[src/adma_pkg.sv]
`default_nettype none

package adma_pkg;

  ////////////////////
  // Transfer geometry
  ////////////////////

  // Data bursts are 16 words of 4 bytes
  localparam int BURST_BEATS = 16;
  localparam int BURST_BYTES = 64;

  // A descriptor line is two words
  localparam int DESC_BYTES  = 8;
  localparam int FETCH_BEATS = 2;

  // Counter widths
  localparam int BURSTS_W   = 12;
  localparam int WORD_CNT_W = 16;
  localparam int BEAT_IDX_W = $clog2(BURST_BEATS);

  // AXI attribute codes
  localparam logic [2:0] AXI_SIZE_WORD  = 3'b010;
  localparam logic [1:0] AXI_BURST_INCR = 2'b01;

  // ADMA2 action field
  localparam logic [1:0] ACT_NOP  = 2'b00;
  localparam logic [1:0] ACT_TRAN = 2'b10;
  localparam logic [1:0] ACT_LINK = 2'b11;

  ////////////////////
  // Shared types
  ////////////////////

  // Descriptor line, low word arrives first
  typedef struct packed {
    logic [31:0] address;
    logic [15:0] length;
    logic [9:0]  reserved_hi;
    logic [1:0]  act;
    logic        reserved_lo;
    logic        int_flag;
    logic        end_flag;
    logic        valid;
  } adma_desc_t;

  typedef enum logic [1:0] {
    MOVE_FETCH,
    MOVE_TO_CARD,
    MOVE_TO_MEM
  } move_kind_t;

  // Bursts is ignored for a fetch
  typedef struct packed {
    move_kind_t          kind;
    logic [31:0]         addr;
    logic [BURSTS_W-1:0] bursts;
  } move_cmd_t;

  typedef struct packed {
    logic [31:0] addr;
    logic [7:0]  len;
  } axi_addr_t;

  typedef struct packed {
    logic complete;
    logic error;
  } dma_irq_t;

endpackage

`default_nettype wire

[src/adma_descriptor_fsm.sv]
`timescale 1ns/1ps
`default_nettype none

module adma_descriptor_fsm (
  input  wire                 clock,
  input  wire                 reset,
  input  wire                 start,
  input  wire [31:0]          desc_base,
  input  wire                 to_mem,
  input  wire                 gap_request,
  input  wire                 irq_clear,
  input  wire [31:0]          desc_beat,
  input  wire                 desc_beat_valid,
  input  wire                 rd_done,
  input  wire                 wr_done,
  output adma_pkg::move_cmd_t cmd,
  output logic                rd_cmd_valid,
  output logic                wr_cmd_valid,
  output adma_pkg::dma_irq_t  irq
);

  import adma_pkg::*;

  // Stop, fetch, change address, transfer
  typedef enum logic [1:0] {
    ST_STOP,
    ST_FDS,
    ST_CADR,
    ST_TFR
  } adma_state_t;

  adma_state_t         state;
  adma_desc_t          desc_line;
  logic [31:0]         desc_ptr;
  logic                beat_sel;
  logic [31:0]         next_ptr;
  logic [16:0]         len_bytes;
  logic [16:0]         len_round;
  logic [BURSTS_W-1:0] tran_bursts;

  ////////////////////
  // Line decode
  ////////////////////

  always_comb begin
    // Zero length means a full 64 KiB
    len_bytes = (desc_line.length == 16'h0000) ? 17'h10000 : {1'b0, desc_line.length};
    len_round = len_bytes + 17'(BURST_BYTES - 1);
    // Whole bursts, rounded up
    tran_bursts = BURSTS_W'(len_round >> $clog2(BURST_BYTES));
    if (desc_line.act == ACT_LINK) begin
      next_ptr = desc_line.address;
    end else begin
      next_ptr = desc_ptr + 32'(DESC_BYTES);
    end
  end

  ////////////////////
  // Walk sequencing
  ////////////////////

  always_ff @(posedge clock) begin
    if (!reset) begin
      state        <= ST_STOP;
      desc_ptr     <= '0;
      beat_sel     <= 1'b0;
      cmd          <= '0;
      rd_cmd_valid <= 1'b0;
      wr_cmd_valid <= 1'b0;
      irq          <= '0;
    end else begin
      rd_cmd_valid <= 1'b0;
      wr_cmd_valid <= 1'b0;
      if (irq_clear) begin
        irq <= '0;
      end
      case (state)
        ST_STOP: begin
          if (start) begin
            desc_ptr     <= desc_base;
            beat_sel     <= 1'b0;
            cmd          <= '{kind: MOVE_FETCH, addr: desc_base, bursts: '0};
            rd_cmd_valid <= 1'b1;
            state        <= ST_FDS;
          end
        end
        ST_FDS: begin
          // Low word first, then the address word
          if (desc_beat_valid) begin
            beat_sel <= ~beat_sel;
          end
          if (rd_done) begin
            state <= ST_CADR;
          end
        end
        ST_CADR: begin
          if (!desc_line.valid) begin
            irq.error <= 1'b1;
            state     <= ST_STOP;
          end else begin
            desc_ptr <= next_ptr;
            if (desc_line.act == ACT_TRAN) begin
              cmd.kind   <= to_mem ? MOVE_TO_MEM : MOVE_TO_CARD;
              cmd.addr   <= desc_line.address;
              cmd.bursts <= tran_bursts;
              rd_cmd_valid <= !to_mem;
              wr_cmd_valid <= to_mem;
              state        <= ST_TFR;
            end else if (desc_line.end_flag) begin
              // Nop or Link ends quietly
              state <= ST_STOP;
            end else begin
              beat_sel     <= 1'b0;
              cmd          <= '{kind: MOVE_FETCH, addr: next_ptr, bursts: '0};
              rd_cmd_valid <= 1'b1;
              state        <= ST_FDS;
            end
          end
        end
        ST_TFR: begin
          if (rd_done || wr_done) begin
            if (desc_line.end_flag || gap_request) begin
              irq.complete <= 1'b1;
              state        <= ST_STOP;
            end else begin
              beat_sel     <= 1'b0;
              cmd          <= '{kind: MOVE_FETCH, addr: desc_ptr, bursts: '0};
              rd_cmd_valid <= 1'b1;
              state        <= ST_FDS;
            end
          end
        end
        default: begin
          state <= ST_STOP;
        end
      endcase
    end
  end

  // Descriptor line assembly
  always_ff @(posedge clock) begin
    if (state == ST_FDS && desc_beat_valid) begin
      if (beat_sel) begin
        desc_line[63:32] <= desc_beat;
      end else begin
        desc_line[31:0] <= desc_beat;
      end
    end
  end

endmodule

`default_nettype wire

[src/axi_read_engine.sv]
`timescale 1ns/1ps
`default_nettype none

module axi_read_engine (
  input  wire                 clock,
  input  wire                 reset,
  input  adma_pkg::move_cmd_t cmd,
  input  wire                 cmd_valid,
  output adma_pkg::axi_addr_t ar,
  output logic                ar_valid,
  input  wire                 ar_ready,
  input  wire [31:0]          r_data,
  input  wire                 r_valid,
  input  wire                 r_last,
  output logic                r_ready,
  output logic [31:0]         desc_beat,
  output logic                desc_beat_valid,
  output logic [31:0]         card_word,
  output logic                card_word_valid,
  output logic                done
);

  import adma_pkg::*;

  typedef enum logic [1:0] {
    RD_IDLE,
    RD_ADDR,
    RD_DATA
  } rd_state_t;

  rd_state_t           state;
  logic                fetch_q;
  logic [31:0]         addr_q;
  logic [BURSTS_W-1:0] bursts_left;
  logic [31:0]         beat_q;

  // Address channel payload held from registers
  assign ar.addr = addr_q;
  assign ar.len  = fetch_q ? 8'(FETCH_BEATS - 1) : 8'(BURST_BEATS - 1);

  // One registered beat feeds both sinks
  assign desc_beat = beat_q;
  assign card_word = beat_q;

  always_ff @(posedge clock) begin
    if (!reset) begin
      state           <= RD_IDLE;
      bursts_left     <= '0;
      ar_valid        <= 1'b0;
      r_ready         <= 1'b0;
      desc_beat_valid <= 1'b0;
      card_word_valid <= 1'b0;
      done            <= 1'b0;
    end else begin
      desc_beat_valid <= 1'b0;
      card_word_valid <= 1'b0;
      done            <= 1'b0;
      case (state)
        RD_IDLE: begin
          if (cmd_valid) begin
            bursts_left <= (cmd.kind == MOVE_FETCH) ? BURSTS_W'(1) : cmd.bursts;
            ar_valid    <= 1'b1;
            state       <= RD_ADDR;
          end
        end
        RD_ADDR: begin
          if (ar_ready) begin
            ar_valid <= 1'b0;
            r_ready  <= 1'b1;
            state    <= RD_DATA;
          end
        end
        RD_DATA: begin
          if (r_valid) begin
            desc_beat_valid <= fetch_q;
            card_word_valid <= !fetch_q;
            if (r_last) begin
              r_ready     <= 1'b0;
              bursts_left <= bursts_left - 1'b1;
              if (bursts_left == BURSTS_W'(1)) begin
                done  <= 1'b1;
                state <= RD_IDLE;
              end else begin
                // Next 64-byte burst
                ar_valid <= 1'b1;
                state    <= RD_ADDR;
              end
            end
          end
        end
        default: begin
          state <= RD_IDLE;
        end
      endcase
    end
  end

  ////////////////////
  // Payload registers
  ////////////////////

  always_ff @(posedge clock) begin
    if (state == RD_IDLE && cmd_valid) begin
      fetch_q <= (cmd.kind == MOVE_FETCH);
      addr_q  <= cmd.addr;
    end else if (state == RD_DATA && r_valid && r_last) begin
      addr_q <= addr_q + 32'(BURST_BYTES);
    end
    if (r_valid && r_ready) begin
      beat_q <= r_data;
    end
  end

endmodule

`default_nettype wire

[src/axi_write_engine.sv]
`timescale 1ns/1ps
`default_nettype none

module axi_write_engine (
  input  wire                 clock,
  input  wire                 reset,
  input  adma_pkg::move_cmd_t cmd,
  input  wire                 cmd_valid,
  input  wire                 card_we,
  input  wire [31:0]          fifo_head,
  output adma_pkg::axi_addr_t aw,
  output logic                aw_valid,
  input  wire                 aw_ready,
  output logic [31:0]         w_data,
  output logic                w_valid,
  output logic                w_last,
  input  wire                 w_ready,
  output logic                fifo_pop,
  output logic                done
);

  import adma_pkg::*;

  typedef enum logic [1:0] {
    WR_IDLE,
    WR_WAIT,
    WR_ADDR,
    WR_DATA
  } wr_state_t;

  wr_state_t             state;
  logic [31:0]           addr_q;
  logic [BURSTS_W-1:0]   bursts_left;
  logic [BEAT_IDX_W-1:0] beat_idx;
  logic [WORD_CNT_W-1:0] fill_cnt;
  logic [WORD_CNT_W-1:0] sent_cnt;
  logic                  we_q1;
  logic                  we_q2;
  logic                  we_fall;
  logic                  w_fire;

  ////////////////////
  // Card FIFO fill count
  ////////////////////

  // One word per falling edge of card_we
  assign we_fall = we_q2 && !we_q1;

  always_ff @(posedge clock) begin
    if (!reset) begin
      we_q1    <= 1'b0;
      we_q2    <= 1'b0;
      fill_cnt <= '0;
    end else begin
      we_q1 <= card_we;
      we_q2 <= we_q1;
      if (cmd_valid) begin
        fill_cnt <= WORD_CNT_W'(we_fall);
      end else if (we_fall) begin
        fill_cnt <= fill_cnt + 1'b1;
      end
    end
  end

  ////////////////////
  // AW and W channels
  ////////////////////

  assign aw.addr  = addr_q;
  assign aw.len   = 8'(BURST_BEATS - 1);
  assign w_data   = fifo_head;
  assign w_fire   = w_valid && w_ready;
  assign fifo_pop = w_fire;
  assign w_last   = w_valid && (beat_idx == BEAT_IDX_W'(BURST_BEATS - 1));

  always_ff @(posedge clock) begin
    if (!reset) begin
      state       <= WR_IDLE;
      bursts_left <= '0;
      beat_idx    <= '0;
      sent_cnt    <= '0;
      aw_valid    <= 1'b0;
      w_valid     <= 1'b0;
      done        <= 1'b0;
    end else begin
      done <= 1'b0;
      case (state)
        WR_IDLE: begin
          if (cmd_valid) begin
            bursts_left <= cmd.bursts;
            sent_cnt    <= '0;
            state       <= WR_WAIT;
          end
        end
        WR_WAIT: begin
          // Whole burst must be in the FIFO
          if (fill_cnt >= sent_cnt + WORD_CNT_W'(BURST_BEATS)) begin
            aw_valid <= 1'b1;
            state    <= WR_ADDR;
          end
        end
        WR_ADDR: begin
          if (aw_ready) begin
            aw_valid <= 1'b0;
            w_valid  <= 1'b1;
            beat_idx <= '0;
            state    <= WR_DATA;
          end
        end
        WR_DATA: begin
          if (w_fire) begin
            sent_cnt <= sent_cnt + 1'b1;
            beat_idx <= beat_idx + 1'b1;
            if (w_last) begin
              w_valid     <= 1'b0;
              bursts_left <= bursts_left - 1'b1;
              if (bursts_left == BURSTS_W'(1)) begin
                done  <= 1'b1;
                state <= WR_IDLE;
              end else begin
                state <= WR_WAIT;
              end
            end
          end
        end
        default: begin
          state <= WR_IDLE;
        end
      endcase
    end
  end

  // Burst address, 64 bytes per burst
  always_ff @(posedge clock) begin
    if (state == WR_IDLE && cmd_valid) begin
      addr_q <= cmd.addr;
    end else if (w_fire && w_last) begin
      addr_q <= addr_q + 32'(BURST_BYTES);
    end
  end

endmodule

`default_nettype wire

[src/sd_adma_top.sv]
`timescale 1ns/1ps
`default_nettype none

module sd_adma_top (
  input  wire                 clock,
  input  wire                 reset,
  input  wire                 start,
  input  wire [31:0]          desc_base,
  input  wire                 to_mem,
  input  wire                 gap_request,
  input  wire                 irq_clear,
  output adma_pkg::dma_irq_t  irq,
  output adma_pkg::axi_addr_t ar,
  output logic                ar_valid,
  input  wire                 ar_ready,
  input  wire [31:0]          r_data,
  input  wire                 r_valid,
  input  wire                 r_last,
  output logic                r_ready,
  output adma_pkg::axi_addr_t aw,
  output logic                aw_valid,
  input  wire                 aw_ready,
  output logic [31:0]         w_data,
  output logic                w_valid,
  input  wire                 w_ready,
  output logic                w_last,
  output logic [2:0]          ax_size,
  output logic [1:0]          ax_burst,
  output logic [31:0]         card_word,
  output logic                card_word_valid,
  input  wire                 card_we,
  input  wire [31:0]          fifo_head,
  output logic                fifo_pop
);

  import adma_pkg::*;

  move_cmd_t   cmd;
  logic        rd_cmd_valid;
  logic        wr_cmd_valid;
  logic [31:0] desc_beat;
  logic        desc_beat_valid;
  logic        rd_done;
  logic        wr_done;

  // Word beats, incrementing bursts on both channels
  assign ax_size  = AXI_SIZE_WORD;
  assign ax_burst = AXI_BURST_INCR;

  ////////////////////
  // Engines
  ////////////////////

  adma_descriptor_fsm u_desc_fsm (
    .clock          (clock),
    .reset          (reset),
    .start          (start),
    .desc_base      (desc_base),
    .to_mem         (to_mem),
    .gap_request    (gap_request),
    .irq_clear      (irq_clear),
    .desc_beat      (desc_beat),
    .desc_beat_valid(desc_beat_valid),
    .rd_done        (rd_done),
    .wr_done        (wr_done),
    .cmd            (cmd),
    .rd_cmd_valid   (rd_cmd_valid),
    .wr_cmd_valid   (wr_cmd_valid),
    .irq            (irq)
  );

  axi_read_engine u_rd_engine (
    .clock          (clock),
    .reset          (reset),
    .cmd            (cmd),
    .cmd_valid      (rd_cmd_valid),
    .ar             (ar),
    .ar_valid       (ar_valid),
    .ar_ready       (ar_ready),
    .r_data         (r_data),
    .r_valid        (r_valid),
    .r_last         (r_last),
    .r_ready        (r_ready),
    .desc_beat      (desc_beat),
    .desc_beat_valid(desc_beat_valid),
    .card_word      (card_word),
    .card_word_valid(card_word_valid),
    .done           (rd_done)
  );

  axi_write_engine u_wr_engine (
    .clock    (clock),
    .reset    (reset),
    .cmd      (cmd),
    .cmd_valid(wr_cmd_valid),
    .card_we  (card_we),
    .fifo_head(fifo_head),
    .aw       (aw),
    .aw_valid (aw_valid),
    .aw_ready (aw_ready),
    .w_data   (w_data),
    .w_valid  (w_valid),
    .w_last   (w_last),
    .w_ready  (w_ready),
    .fifo_pop (fifo_pop),
    .done     (wr_done)
  );

endmodule

`default_nettype wire

[config.mk]
export PLATFORM = sky130hd
export DESIGN_NAME = sd_adma_top
export DESIGN_NICKNAME = d
export VERILOG_FILES = /design/src/adma_pkg.sv /design/src/adma_descriptor_fsm.sv /design/src/axi_read_engine.sv /design/src/axi_write_engine.sv /design/src/sd_adma_top.sv
export SDC_FILE = /design/constraint.sdc
export NUM_CORES = 1
export LEC_CHECK = 0
export BUFFER_PORTS_ARGS = -buffer_cell sky130_fd_sc_hd__clkbuf_2
export CORE_ASPECT_RATIO = 1.4
export CORE_MARGIN = 1.5
export CORE_UTILIZATION = 57
export DETAILED_ROUTE_END_ITERATION = 8
export GPL_ROUTABILITY_DRIVEN = 1
export PLACE_DENSITY = 0.81
export REMOVE_ABC_BUFFERS = 1
export SYNTH_ARGS = -nofsm -noshare
export SYNTH_HDL_FRONTEND = slang
export SYNTH_SLANG_ARGS = --single-unit
[constraint.sdc]
create_clock -name clock -period 4.4 [get_ports clock]
set_clock_uncertainty 0.15 [all_clocks]
set_input_delay 0.66 -clock clock [delete_from_list [all_inputs] [get_ports clock]]
set_output_delay 0.66 -clock clock [all_outputs]
set_load 0.01 [all_outputs]
### Yosys cells after proc, flatten, opt, wreduce, memory -nomap -nowiden

Cells that the tools add are included.

* register bits after elaboration: 308
* input bits: 108
* output and inout bits: 158
* logic and storage cells: 230

* add/subtract/negate cells: 10
* magnitude comparators: 1
* equality and inequality tests: 32
* multiplexer cells: 96
* bitwise gates (word level): 2
* reduce and logical (&&, ||, !) cells: 52

Operators by type and width (count)
* two-way mux 46 bit: 6
* two-way mux 32 bit: 7
* case mux 46 bit (3 select lines): 1
* two-way mux 12 bit: 7
* adder 32 x 7 -> 32 bit, second input constant: 2
* case mux 32 bit (2 select lines): 1
* case mux 12 bit (2 select lines): 2
* two-way mux 1 bit: 39
* adder 16 x 1 -> 16 bit, second input constant: 2
* adder 32 x 4 -> 32 bit, second input constant: 1
* two-way mux 16 bit: 2
* two-way mux 2 bit: 16
* case mux 16 bit (2 select lines): 1
* AND reduction 4 bit: 8
* equality test 12 x 1 -> 1 bit, second input constant: 2
* subtractor 12 x 1 -> 12 bit, second input constant: 2
* inequality test 2 bit, second input constant: 11
* AND reduction 3 bit: 6
* nonzero test 2 bit: 9
* adder 17 x 6 -> 17 bit, second input constant: 1
* two-way mux 17 bit: 1
* adder 16 x 5 -> 16 bit, second input constant: 1
* >= comparator 16 bit: 1
* logical NOT 16 bit: 1
* other kinds (24): 63

### Logic depth before layout (Yosys ltp)

Gate-level depths: netlist (run 1).

* depth in word-level cells: 6
* gate-level depth with buffers: 13
* mapped depth without buffers: 13

### Hierarchy

A second synthesis (run 1) with hierarchy kept.

* cells, all modules: 1806
* area, all modules: 16539.6 sq um

By module, submodules not included
* adma_descriptor_fsm: instances 1, cells an instance 821, area each 7069.3 sq um, sequential area each 3243.1 sq um
* axi_write_engine: instances 1, cells an instance 587, area each 5238.8 sq um, sequential area each 2062.0 sq um
* axi_read_engine: instances 1, cells an instance 391, area each 4186.5 sq um, sequential area each 2332.2 sq um
* sd_adma_top: instances 1, cells an instance 7, area each 45.0 sq um, sequential area each 0.0 sq um

### Worst setup path before layout (run 1)

No wires, ideal clock.

* path type: reg2reg
* start: register u_wr_engine.sent_cnt[4]
* end: register u_wr_engine.state[0]
* library setup time: 0.119 ns
* arrival time: 2.815 ns
* required time: 4.131 ns
* setup slack: 1.317 ns
* cell stages (with the launch flop): 14
* buffers on the path: 0
* period minus slack after synthesis: 3.083 ns
* cells stage by stage: dfxtp_1 > ha_1 > nand3_1 > nor2_1 > and3_1 > nand3_1 > xor2_1 > ha_1 > a21oi_1 > o211ai_1 > a2111oi_0 > a21oi_1 > nor3b_1 > o221a_2

* cells in the longest elaborated chain, start to end: 4

Ends and longest elaborated chain
* start: declaration: line axi_write_engine.sv:36 `logic [WORD_CNT_W-1:0] sent_cnt;`
* start signal: assignment: line axi_write_engine.sv:112 `sent_cnt <= sent_cnt + 1'b1;`
* adder 16 x 5 -> 16 bit: line axi_write_engine.sv:97 `if (fill_cnt >= sent_cnt + WORD_CNT_W'(BURST_BEATS)) begin`
* >= comparator 16 bit: line axi_write_engine.sv:97
* inequality test 2 x 1 -> 1 bit (no source line)
* AND reduction 5 bit (no source line)
* end signal: assignment: line axi_write_engine.sv:92 `state <= WR_WAIT;`
* end signal: assignment: line axi_write_engine.sv:99 `state <= WR_ADDR;`
* end signal: assignment: line axi_write_engine.sv:107 `state <= WR_DATA;`
* end: declaration: line axi_write_engine.sv:31 `wr_state_t state;`

No other way between the ends.
A chain may end at the register's enable or synchronous reset.

### Final worst setup path (run 1)

Ends and elaborated chain as after synthesis.

==> impl_metrics.prom, run 1 <==
# TYPE chip_impl_metric gauge
chip_impl_info{name="outcome",value="finished clean"} 1
chip_impl_info{name="worst_setup_path_end_kind",value="flop"} 1
chip_impl_info{name="cts.root.buffer_cell",value="clkbuf_16"} 1
chip_impl_metric{name="gp_congestion",unit=""} 0.9496
chip_impl_metric{name="arrival",unit="ps"} 3650
chip_impl_metric{name="postCtsSetupRepairBufs",unit=""} 0
chip_impl_metric{name="drtPass1Iterations",unit=""} 5
chip_impl_metric{name="grt_usage",unit=""} 0.2877
chip_impl_metric{name="ir_drop",unit="V"} 0.0003524
chip_impl_metric{name="dp_worst_setup_slack",unit="ps"} 1025
chip_impl_info{name="synthDominantAreaCellType",value="edfxtp_1"} 1
chip_impl_metric{name="worst_slew_margin_rel",unit=""} 0.2213
chip_impl_metric{name="vias_per_cell",unit=""} 6.082
chip_impl_metric{name="post_synth_inst_count",unit=""} 1725
chip_impl_metric{name="post_route_insts_no_fill",unit=""} 2213
chip_impl_metric{name="first_global_vias",unit=""} 12570
chip_impl_metric{name="yosys.area.top_type_share",unit=""} 0.2786
chip_impl_metric{name="antenna_violations_before_repair",unit=""} 0
chip_impl_metric{name="synth_enable_flop_cells",unit=""} 149
chip_impl_metric{name="dp_cells",unit=""} 2160
chip_impl_metric{name="drtIter0Drc",unit=""} 1349
chip_impl_metric{name="worstRegToRegCells",unit=""} 13
chip_impl_metric{name="synthesis.yosys.warnings",unit=""} 0
chip_impl_metric{name="routed_wirelength",unit="mm"} 42.65
chip_impl_metric{name="floorplan.die_area",unit="sq um"} 29200
chip_impl_metric{name="clk_pin_slew_worst_paths",unit="ps"} 60
chip_impl_metric{name="global_route.overflow_total",unit=""} 0
chip_impl_info{name="holdCritPathClass",value="input port to flop"} 1
chip_impl_metric{name="maxClockFrequency",unit="MHz"} 298.3
chip_impl_metric{name="timing.final.crit_share",unit=""} 0.7619
chip_impl_metric{name="floorplan_die_height",unit="um"} 201.6
chip_impl_metric{name="ctsResizeCount",unit=""} 0
chip_impl_info{name="r2r-start",value="u_wr_engine.sent_cnt[4]"} 1
chip_impl_metric{name="depth_of_the_cts_h_tree",unit=""} 1
chip_impl_info{name="worstSetupPathType",value="flop to flop"} 1
chip_impl_info{name="hold_start",value="r_data[5]"} 1
chip_impl_metric{name="hold-worst-slack",unit="ps"} 115.1
chip_impl_metric{name="numPortBuffers",unit=""} 183
chip_impl_metric{name="critical_path.max_fanout",unit=""} 5
chip_impl_metric{name="floorplan.die.width",unit="um"} 144.9
chip_impl_metric{name="grt_start_max_net_pins",unit=""} 73
chip_impl_metric{name="areaGrowthSynthToFinish",unit="%"} 10.84
chip_impl_metric{name="route.antenna.remaining_nets",unit=""} 0
chip_impl_metric{name="dr_total_vias",unit=""} 13460
chip_impl_metric{name="synthesis.area",unit="sq um"} 16060
chip_impl_info{name="startpoint",value="u_wr_engine.sent_cnt[4]"} 1
chip_impl_metric{name="cts_sinks",unit=""} 307
chip_impl_info{name="tritoncts_clock_tree",value="built"} 1
chip_impl_metric{name="floorplan.rows",unit=""} 72
chip_impl_metric{name="final-hold-violation-count",unit=""} 0
chip_impl_metric{name="drt-wirelength-per-cell",unit="um"} 19.27
chip_impl_metric{name="final.setup.tns",unit="ps"} 0
chip_impl_metric{name="boundaryPins",unit=""} 266
chip_impl_metric{name="final_layout_size_suffix_gt1_frac",unit=""} 0.1612
chip_impl_metric{name="synth.distinct_cells",unit=""} 90
chip_impl_metric{name="finalNetCount",unit=""} 1961
chip_impl_metric{name="grt_pass1_wl",unit="mm"} 66.21
chip_impl_metric{name="antenna_diode_count",unit=""} 0
chip_impl_info{name="yosys_most_used_dff",value="dfxtp_1"} 1
chip_impl_metric{name="timing.final.setup_violations",unit=""} 0
chip_impl_metric{name="design_power_total",unit="mW"} 6.302
chip_impl_metric{name="synth_sequential_area_ratio",unit=""} 0.4756
chip_impl_metric{name="cts_hold_buf",unit=""} 0
chip_impl_metric{name="place_hpwl",unit="mm"} 30.42
chip_impl_info{name="setup.worst_path.start_class",value="flop"} 1
chip_impl_metric{name="tritoncts.num_buffers",unit=""} 29
chip_impl_metric{name="clk-insertion-delay-late",unit="ps"} 570
chip_impl_metric{name="total_leakage_power",unit="nW"} 6.557
chip_impl_info{name="setup_repair_after_global_routing_missed_its_margin",value="false"} 1
chip_impl_metric{name="worstMarginPinSlew",unit="ps"} 1163
chip_impl_metric{name="post-route-drc-count",unit=""} 0
chip_impl_metric{name="post-route-worst-setup-slack",unit="ps"} 1048
chip_impl_metric{name="synth_seq_cells",unit=""} 307
chip_impl_metric{name="syn-mean-instance-area",unit="sq um"} 9.309
chip_impl_metric{name="clock_path_buffers",unit=""} 3
chip_impl_metric{name="initial_core_util",unit=""} 0.5806
chip_impl_info{name="synth.top_cells.by_area",value="edfxtp_1 (28%), dfxtp_1 (20%), a21oi_1 (4.8%)"} 1
chip_impl_metric{name="layout_min_cycle_time",unit="ps"} 3352
chip_impl_metric{name="min_path_cells",unit=""} 1
chip_impl_metric{name="synth_async_sr_flop_share",unit=""} 0
chip_impl_metric{name="coreArea",unit="sq um"} 27660
chip_impl_metric{name="p_per_area",unit="nW/um^2"} 354.1
chip_impl_metric{name="report.final.slew_viol_count",unit=""} 0
chip_impl_metric{name="required_arrival_time_at_the_worst_endpoint",unit="ps"} 4700
chip_impl_metric{name="max-cap-violations",unit=""} 0
==> critical path, cell delays in order, from the launching register on <==
cell	delay [ps]
dfxtp_1	410
ha_1	240
nand3_1	150
nor2_1	220
and3_1	260
nand3_1	110
xor2_1	160
ha_1	310
a21oi_1	150
o211ai_1	100
a2111oi_0	370
a21oi_1	190
nor3b_1	190
o221a_2	230
==> metal layers <==
metal,up-vias,share of wire,GRT usage
li1,6353,-,-
met1,6308,0.40,0.3726
met2,683,0.47,0.4658
met3,114,0.099,0.06545
met4,2,0.037,0.1068
met5,-,0.00087,0.01404
==> worst paths after layout <==
check / end / slack (ps)
min: u_rd_engine.card_word[5] / 120
max: u_wr_engine.state[0] / 1050
min reg2reg: u_desc_fsm.desc_line[38] / 290
max reg2reg: u_wr_engine.state[0] / 1050
==> where the power goes <==
part / switching (mW) / internal, mW / total [mW] / leakage [nW]
registers: 0.106 / 3.08 / 3.19 / 2.62
logic: 0.288 / 0.168 / 0.456 / 3.46
clock network: 1.09 / 1.56 / 2.66 / 0.476
==> stage by stage <==
stage          instance area [sq um]    util
5_1_grt                        17800  0.6435
3_5_place_dp                   16790  0.6071
4_1_cts                        17800  0.6435
2_1_floorplan                  15210       -
6_report                       17800  0.6435
3_3_place_gp                   16790  0.6071
==> cells by family after synthesis <==
group	after synthesis	share of synthesized area
XOR/XNOR	121	0.06600
adder cells (fa/ha/maj)	32	0.02493
AO/OA/AOI/OAI	434	0.1680
other	2	0.0004677
AND/OR/NAND/NOR	603	0.1844
buffers and inverters	205	0.06724
flip-flops	307	0.4756
multiplexers	21	0.01332
==> synth_stat cells (32+ instances only) <==
cell,instances
nand2_1,152
and3_1,35
edfxtp_1,149
nand3_1,73
dfxtp_1,158
buf_4,55
xnor2_1,52
ha_1,32
a21oi_1,153
o21ai_0,122
nor2_1,179
clkbuf_1,83
xor2_1,69
nand4_1,35
inv_1,42
==> cell type report <==
class / count / area (sq um)
clock inverter: 20 / 266.5
timing repair buffer: 209 / 1111
inverter: 45 / 168.9
fill: 2247 / 9858
tap: 370 / 462.9
sequential: 307 / 7639
multi-input combinational: 1229 / 7410
clock buffer: 33 / 740.7
==> flip-flops by register name, summed over array words and instances, names as in the netlist, 2 cells and up <==
register	flops
u_rd_engine.bursts_left	12
u_desc_fsm.cmd	45
u_wr_engine.sent_cnt	16
u_wr_engine.beat_idx	4
u_wr_engine.fill_cnt	16
u_wr_engine.bursts_left	12
u_desc_fsm.desc_ptr	32
u_desc_fsm.desc_line	52
u_desc_fsm.state	2
u_wr_engine.state	2
u_desc_fsm.irq	2
u_rd_engine.addr_q	32
u_wr_engine.addr_q	32
u_rd_engine.card_word	32
u_rd_engine.state	2
==> layout by cell type (no fill, tap or decap), types with 8 or more instances in the layout <==
cell type  instances
clkbuf_2         183
nor2_1           177
dfxtp_1          157
a21oi_1          153
nand2_1          152
edfxtp_1         149
o21ai_0          122
nand3_1           73
xor2_1            69
xnor2_1           52
inv_1             41
and3_1            35
nand4_1           35
ha_1              32
nor3_1            31
clkbuf_16         29
buf_4             26
a211oi_1          20
mux2i_1           18
conb_1            18
o211ai_1          17
and2_1            16
and4_1            14
nor4_1            13
o22ai_1           12
a22oi_1           12
nand2b_1          11
a31oi_1            9
a21o_1             8
Power figures use the tool's default switching activity.
==> inputs of run 2 (changes only) <==
==> constraint.sdc (replaced) <==
create_clock -name clock -period 3.3 [get_ports clock]
set_clock_uncertainty 0.15 [all_clocks]
set_input_delay 0.495 -clock clock [delete_from_list [all_inputs] [get_ports clock]]
set_output_delay 0.495 -clock clock [all_outputs]
set_load 0.01 [all_outputs]
==> impl_metrics.prom, run 2 (synthesis gave the netlist of run 1 again) <==
# TYPE chip_impl_metric gauge
chip_impl_metric{name="ir_drop",unit="V"} 0.0004802
chip_impl_metric{name="layout_min_cycle_time",unit="ps"} 3045
chip_impl_info{name="worstSetupPathType",value="flop to flop"} 1
chip_impl_metric{name="floorplan.rows",unit=""} 72
chip_impl_metric{name="min_path_cells",unit=""} 2
chip_impl_metric{name="postPlaceCellArea",unit="sq um"} 16930
chip_impl_info{name="layout.cells.most_common",value="clkbuf_2"} 1
chip_impl_metric{name="final-hold-violation-count",unit=""} 0
chip_impl_metric{name="place_hpwl",unit="mm"} 30.81
chip_impl_metric{name="total_switching_power",unit="mW"} 2.038
chip_impl_metric{name="drtPass1Iterations",unit=""} 6
chip_impl_metric{name="flip_flop_count_of_the_largest_register_after_layout",unit=""} 52
chip_impl_info{name="setup_repair_after_global_routing_missed_its_margin",value="false"} 1
chip_impl_metric{name="drtIter0Drc",unit=""} 1534
chip_impl_metric{name="maxClockFrequency",unit="MHz"} 328.4
chip_impl_info{name="timing.critical_path.cells",value="and3_1, nand3_1, nor3_1, nand3_1, xor2_1, ha_1, inv_1, o211ai_1, a2111oi_2, a21oi_1, buf_4, nand2b_1, o221a_2"} 1
chip_impl_metric{name="critical_path.max_fanout",unit=""} 4
chip_impl_metric{name="worstRegToRegCells",unit=""} 13
chip_impl_metric{name="areaGrowthSynthToFinish",unit="%"} 14.04
chip_impl_metric{name="floorplan.die.width",unit="um"} 144.9
chip_impl_metric{name="clk_pin_slew_worst_paths",unit="ps"} 60
chip_impl_metric{name="critical_path.max_stage_delay",unit="ps"} 400
chip_impl_metric{name="dr_total_vias",unit=""} 13840
chip_impl_metric{name="floorplan_die_height",unit="um"} 201.6
chip_impl_metric{name="timing.critical_path.buf_inv",unit=""} 2
chip_impl_metric{name="share_seq_of_total_power",unit=""} 0.497
chip_impl_metric{name="boundaryPins",unit=""} 266
chip_impl_metric{name="initial_core_util",unit=""} 0.5806
chip_impl_info{name="timing.critical_path.mode_cell",value="nand3_1"} 1
chip_impl_info{name="final_cell_mix",value="clkbuf_2 (185), nor2_1 (176), dfxtp_1 (156)"} 1
chip_impl_metric{name="critical_path_cell_count",unit=""} 13
chip_impl_metric{name="postCtsSetupRepairBufs",unit=""} 0
chip_impl_metric{name="arrival",unit="ps"} 3340
chip_impl_info{name="reg_top3",value="u_desc_fsm.desc_line x52, u_desc_fsm.cmd x45"} 1
chip_impl_metric{name="route.antenna.remaining_nets",unit=""} 0
chip_impl_metric{name="routed_wirelength",unit="mm"} 44.04
chip_impl_metric{name="setup.reg_to_reg.worst_slack",unit="ps"} 250
chip_impl_info{name="critical-path-top-delay-family",value="simple AND/OR/NAND/NOR gates"} 1
chip_impl_metric{name="clkPwrFrac",unit=""} 0.426
chip_impl_metric{name="drt-wirelength-per-cell",unit="um"} 19.47
chip_impl_info{name="crit_slowest_cell",value="dfxtp_1"} 1
chip_impl_info{name="holdCritPathClass",value="input port to flop"} 1
chip_impl_metric{name="numPortBuffers",unit=""} 183
chip_impl_metric{name="max-cap-violations",unit=""} 0
chip_impl_metric{name="gp_congestion",unit=""} 0.9331
chip_impl_metric{name="final_cell_area",unit="sq um"} 18310
chip_impl_metric{name="grt_usage",unit=""} 0.3007
chip_impl_metric{name="floorplan.die_area",unit="sq um"} 29200
chip_impl_metric{name="final_layout_size_suffix_gt1_frac",unit=""} 0.1718
chip_impl_metric{name="clk-insertion-delay-late",unit="ps"} 560
chip_impl_info{name="largest-register",value="u_desc_fsm.desc_line"} 1
chip_impl_metric{name="tritoncts.num_buffers",unit=""} 29
chip_impl_metric{name="post-route-drc-count",unit=""} 0
chip_impl_info{name="cts.root.buffer_cell",value="clkbuf_16"} 1
chip_impl_metric{name="worstMarginPinSlew",unit="ps"} 1097
chip_impl_metric{name="grt_pass1_wl",unit="mm"} 69.13
chip_impl_metric{name="finalNetCount",unit=""} 2010
chip_impl_metric{name="depth_of_the_cts_h_tree",unit=""} 1
chip_impl_metric{name="timing.final.setup_violations",unit=""} 0
chip_impl_metric{name="cts_sinks",unit=""} 307
chip_impl_metric{name="antenna_diode_count",unit=""} 0
chip_impl_info{name="tritoncts_clock_tree",value="built"} 1
chip_impl_metric{name="nFillCells",unit=""} 2186
chip_impl_metric{name="worst_slew_margin_rel",unit=""} 0.2654
chip_impl_metric{name="timing.final.crit_share",unit=""} 0.9229
chip_impl_metric{name="vias_per_cell",unit=""} 6.118
chip_impl_metric{name="power.combinational.fraction",unit=""} 0.077
chip_impl_metric{name="clock_path_buffers",unit=""} 3
chip_impl_metric{name="global_route.overflow_total",unit=""} 0
chip_impl_metric{name="required_arrival_time_at_the_worst_endpoint",unit="ps"} 3590
chip_impl_info{name="setup.worst_path.start_class",value="flop"} 1
chip_impl_metric{name="p_per_area",unit="nW/um^2"} 467.1
chip_impl_metric{name="grt_start_max_net_pins",unit=""} 73
chip_impl_metric{name="utilization",unit=""} 0.6621
chip_impl_info{name="outcome",value="finished clean"} 1
chip_impl_metric{name="internal_power",unit="mW"} 6.517
chip_impl_metric{name="antenna_violations_before_repair",unit=""} 1
chip_impl_metric{name="total_leakage_power",unit="nW"} 6.812
chip_impl_info{name="worst_setup_path_end_kind",value="flop"} 1
chip_impl_metric{name="first_global_vias",unit=""} 12950
chip_impl_metric{name="report.final.slew_viol_count",unit=""} 0
chip_impl_metric{name="sw_frac",unit=""} 0.2382
chip_impl_metric{name="coreArea",unit="sq um"} 27660
==> run 2: what timing repair did <==
item / 4_1_cts / 5_1_grt
hold endpoints to repair: 32 / 0
pin swaps: 0 / 3
gates resized for setup: 2 / 3
hold buffers: 32 / 0
endpoints found under the setup margin: 1 / 3
==> run 2: layout make-up <==
cell class                      instances  area [sq um]  share of cell area
Clock buffer                           39         859.6             0.04694
Clock inverter                         14         188.9             0.01032
Multi-Input combinational cell       1229          7421              0.4052
Tap cell                              370         462.9             0.02528
Sequential cell                       307          7640              0.4172
Timing Repair Buffer                  258          1572             0.08582
Inverter                               45         168.9            0.009224
==> run 2: worst paths after layout <==
kind / startpoint / end
min: aw_ready / u_wr_engine.aw_valid
max reg2reg: u_wr_engine.sent_cnt[6] / u_wr_engine.state[0]
max: u_wr_engine.sent_cnt[6] / u_wr_engine.state[0]
min reg2reg: u_rd_engine.card_word[8] / u_desc_fsm.desc_line[40]
==> run 2: metrics by stage <==
step | hold slack [ps] | power (mW) | setup WS, ps | setup TNS, ps | instances
floorplan | 267.3 | 4.649 | -376.0 | -14600 | 1581
global placement | 284.0 | 4.911 | 130.8 | 0 | 2177
detailed placement | 283.8 | 4.937 | 2.390 | 0 | 2177
CTS | 13.58 | 8.553 | 45.18 | 0 | 2262
global route | 25.32 | 8.797 | 3.768 | 0 | 2262
finish | 32.39 | 8.555 | 254.5 | 0 | 2262
==> run 2: power groups by stage <==
stage                     Clock (mW)  Combinational, mW  Sequential [mW]
after detailed placement           0              0.605             4.33
after global routing            3.82              0.711             4.27
after floorplan                    0              0.336             4.31
after CTS                       3.66              0.642             4.25
after global placement             0              0.585             4.33
final                           3.65              0.654             4.26
==> run 2: worst register-to-register path, stage by stage (launching register included) <==
cell       delay [ps]
dfxtp_1           400
and3_1            240
nand3_1           150
nor3_1            320
nand3_1           130
xor2_1            160
ha_1              310
inv_1              60
o211ai_1          270
a2111oi_2          60
a21oi_1           190
buf_4             150
nand2b_1           90
o221a_2           270
==> run 2: metal layers <==
metal | up-vias | GRT usage | part of all wire
li1 | 6439 | - | -
met5 | - | 0.01053 | 0.0010
met4 | 4 | 0.09163 | 0.028
met1 | 6581 | 0.3822 | 0.39
met3 | 105 | 0.06901 | 0.097
met2 | 711 | 0.5044 | 0.49
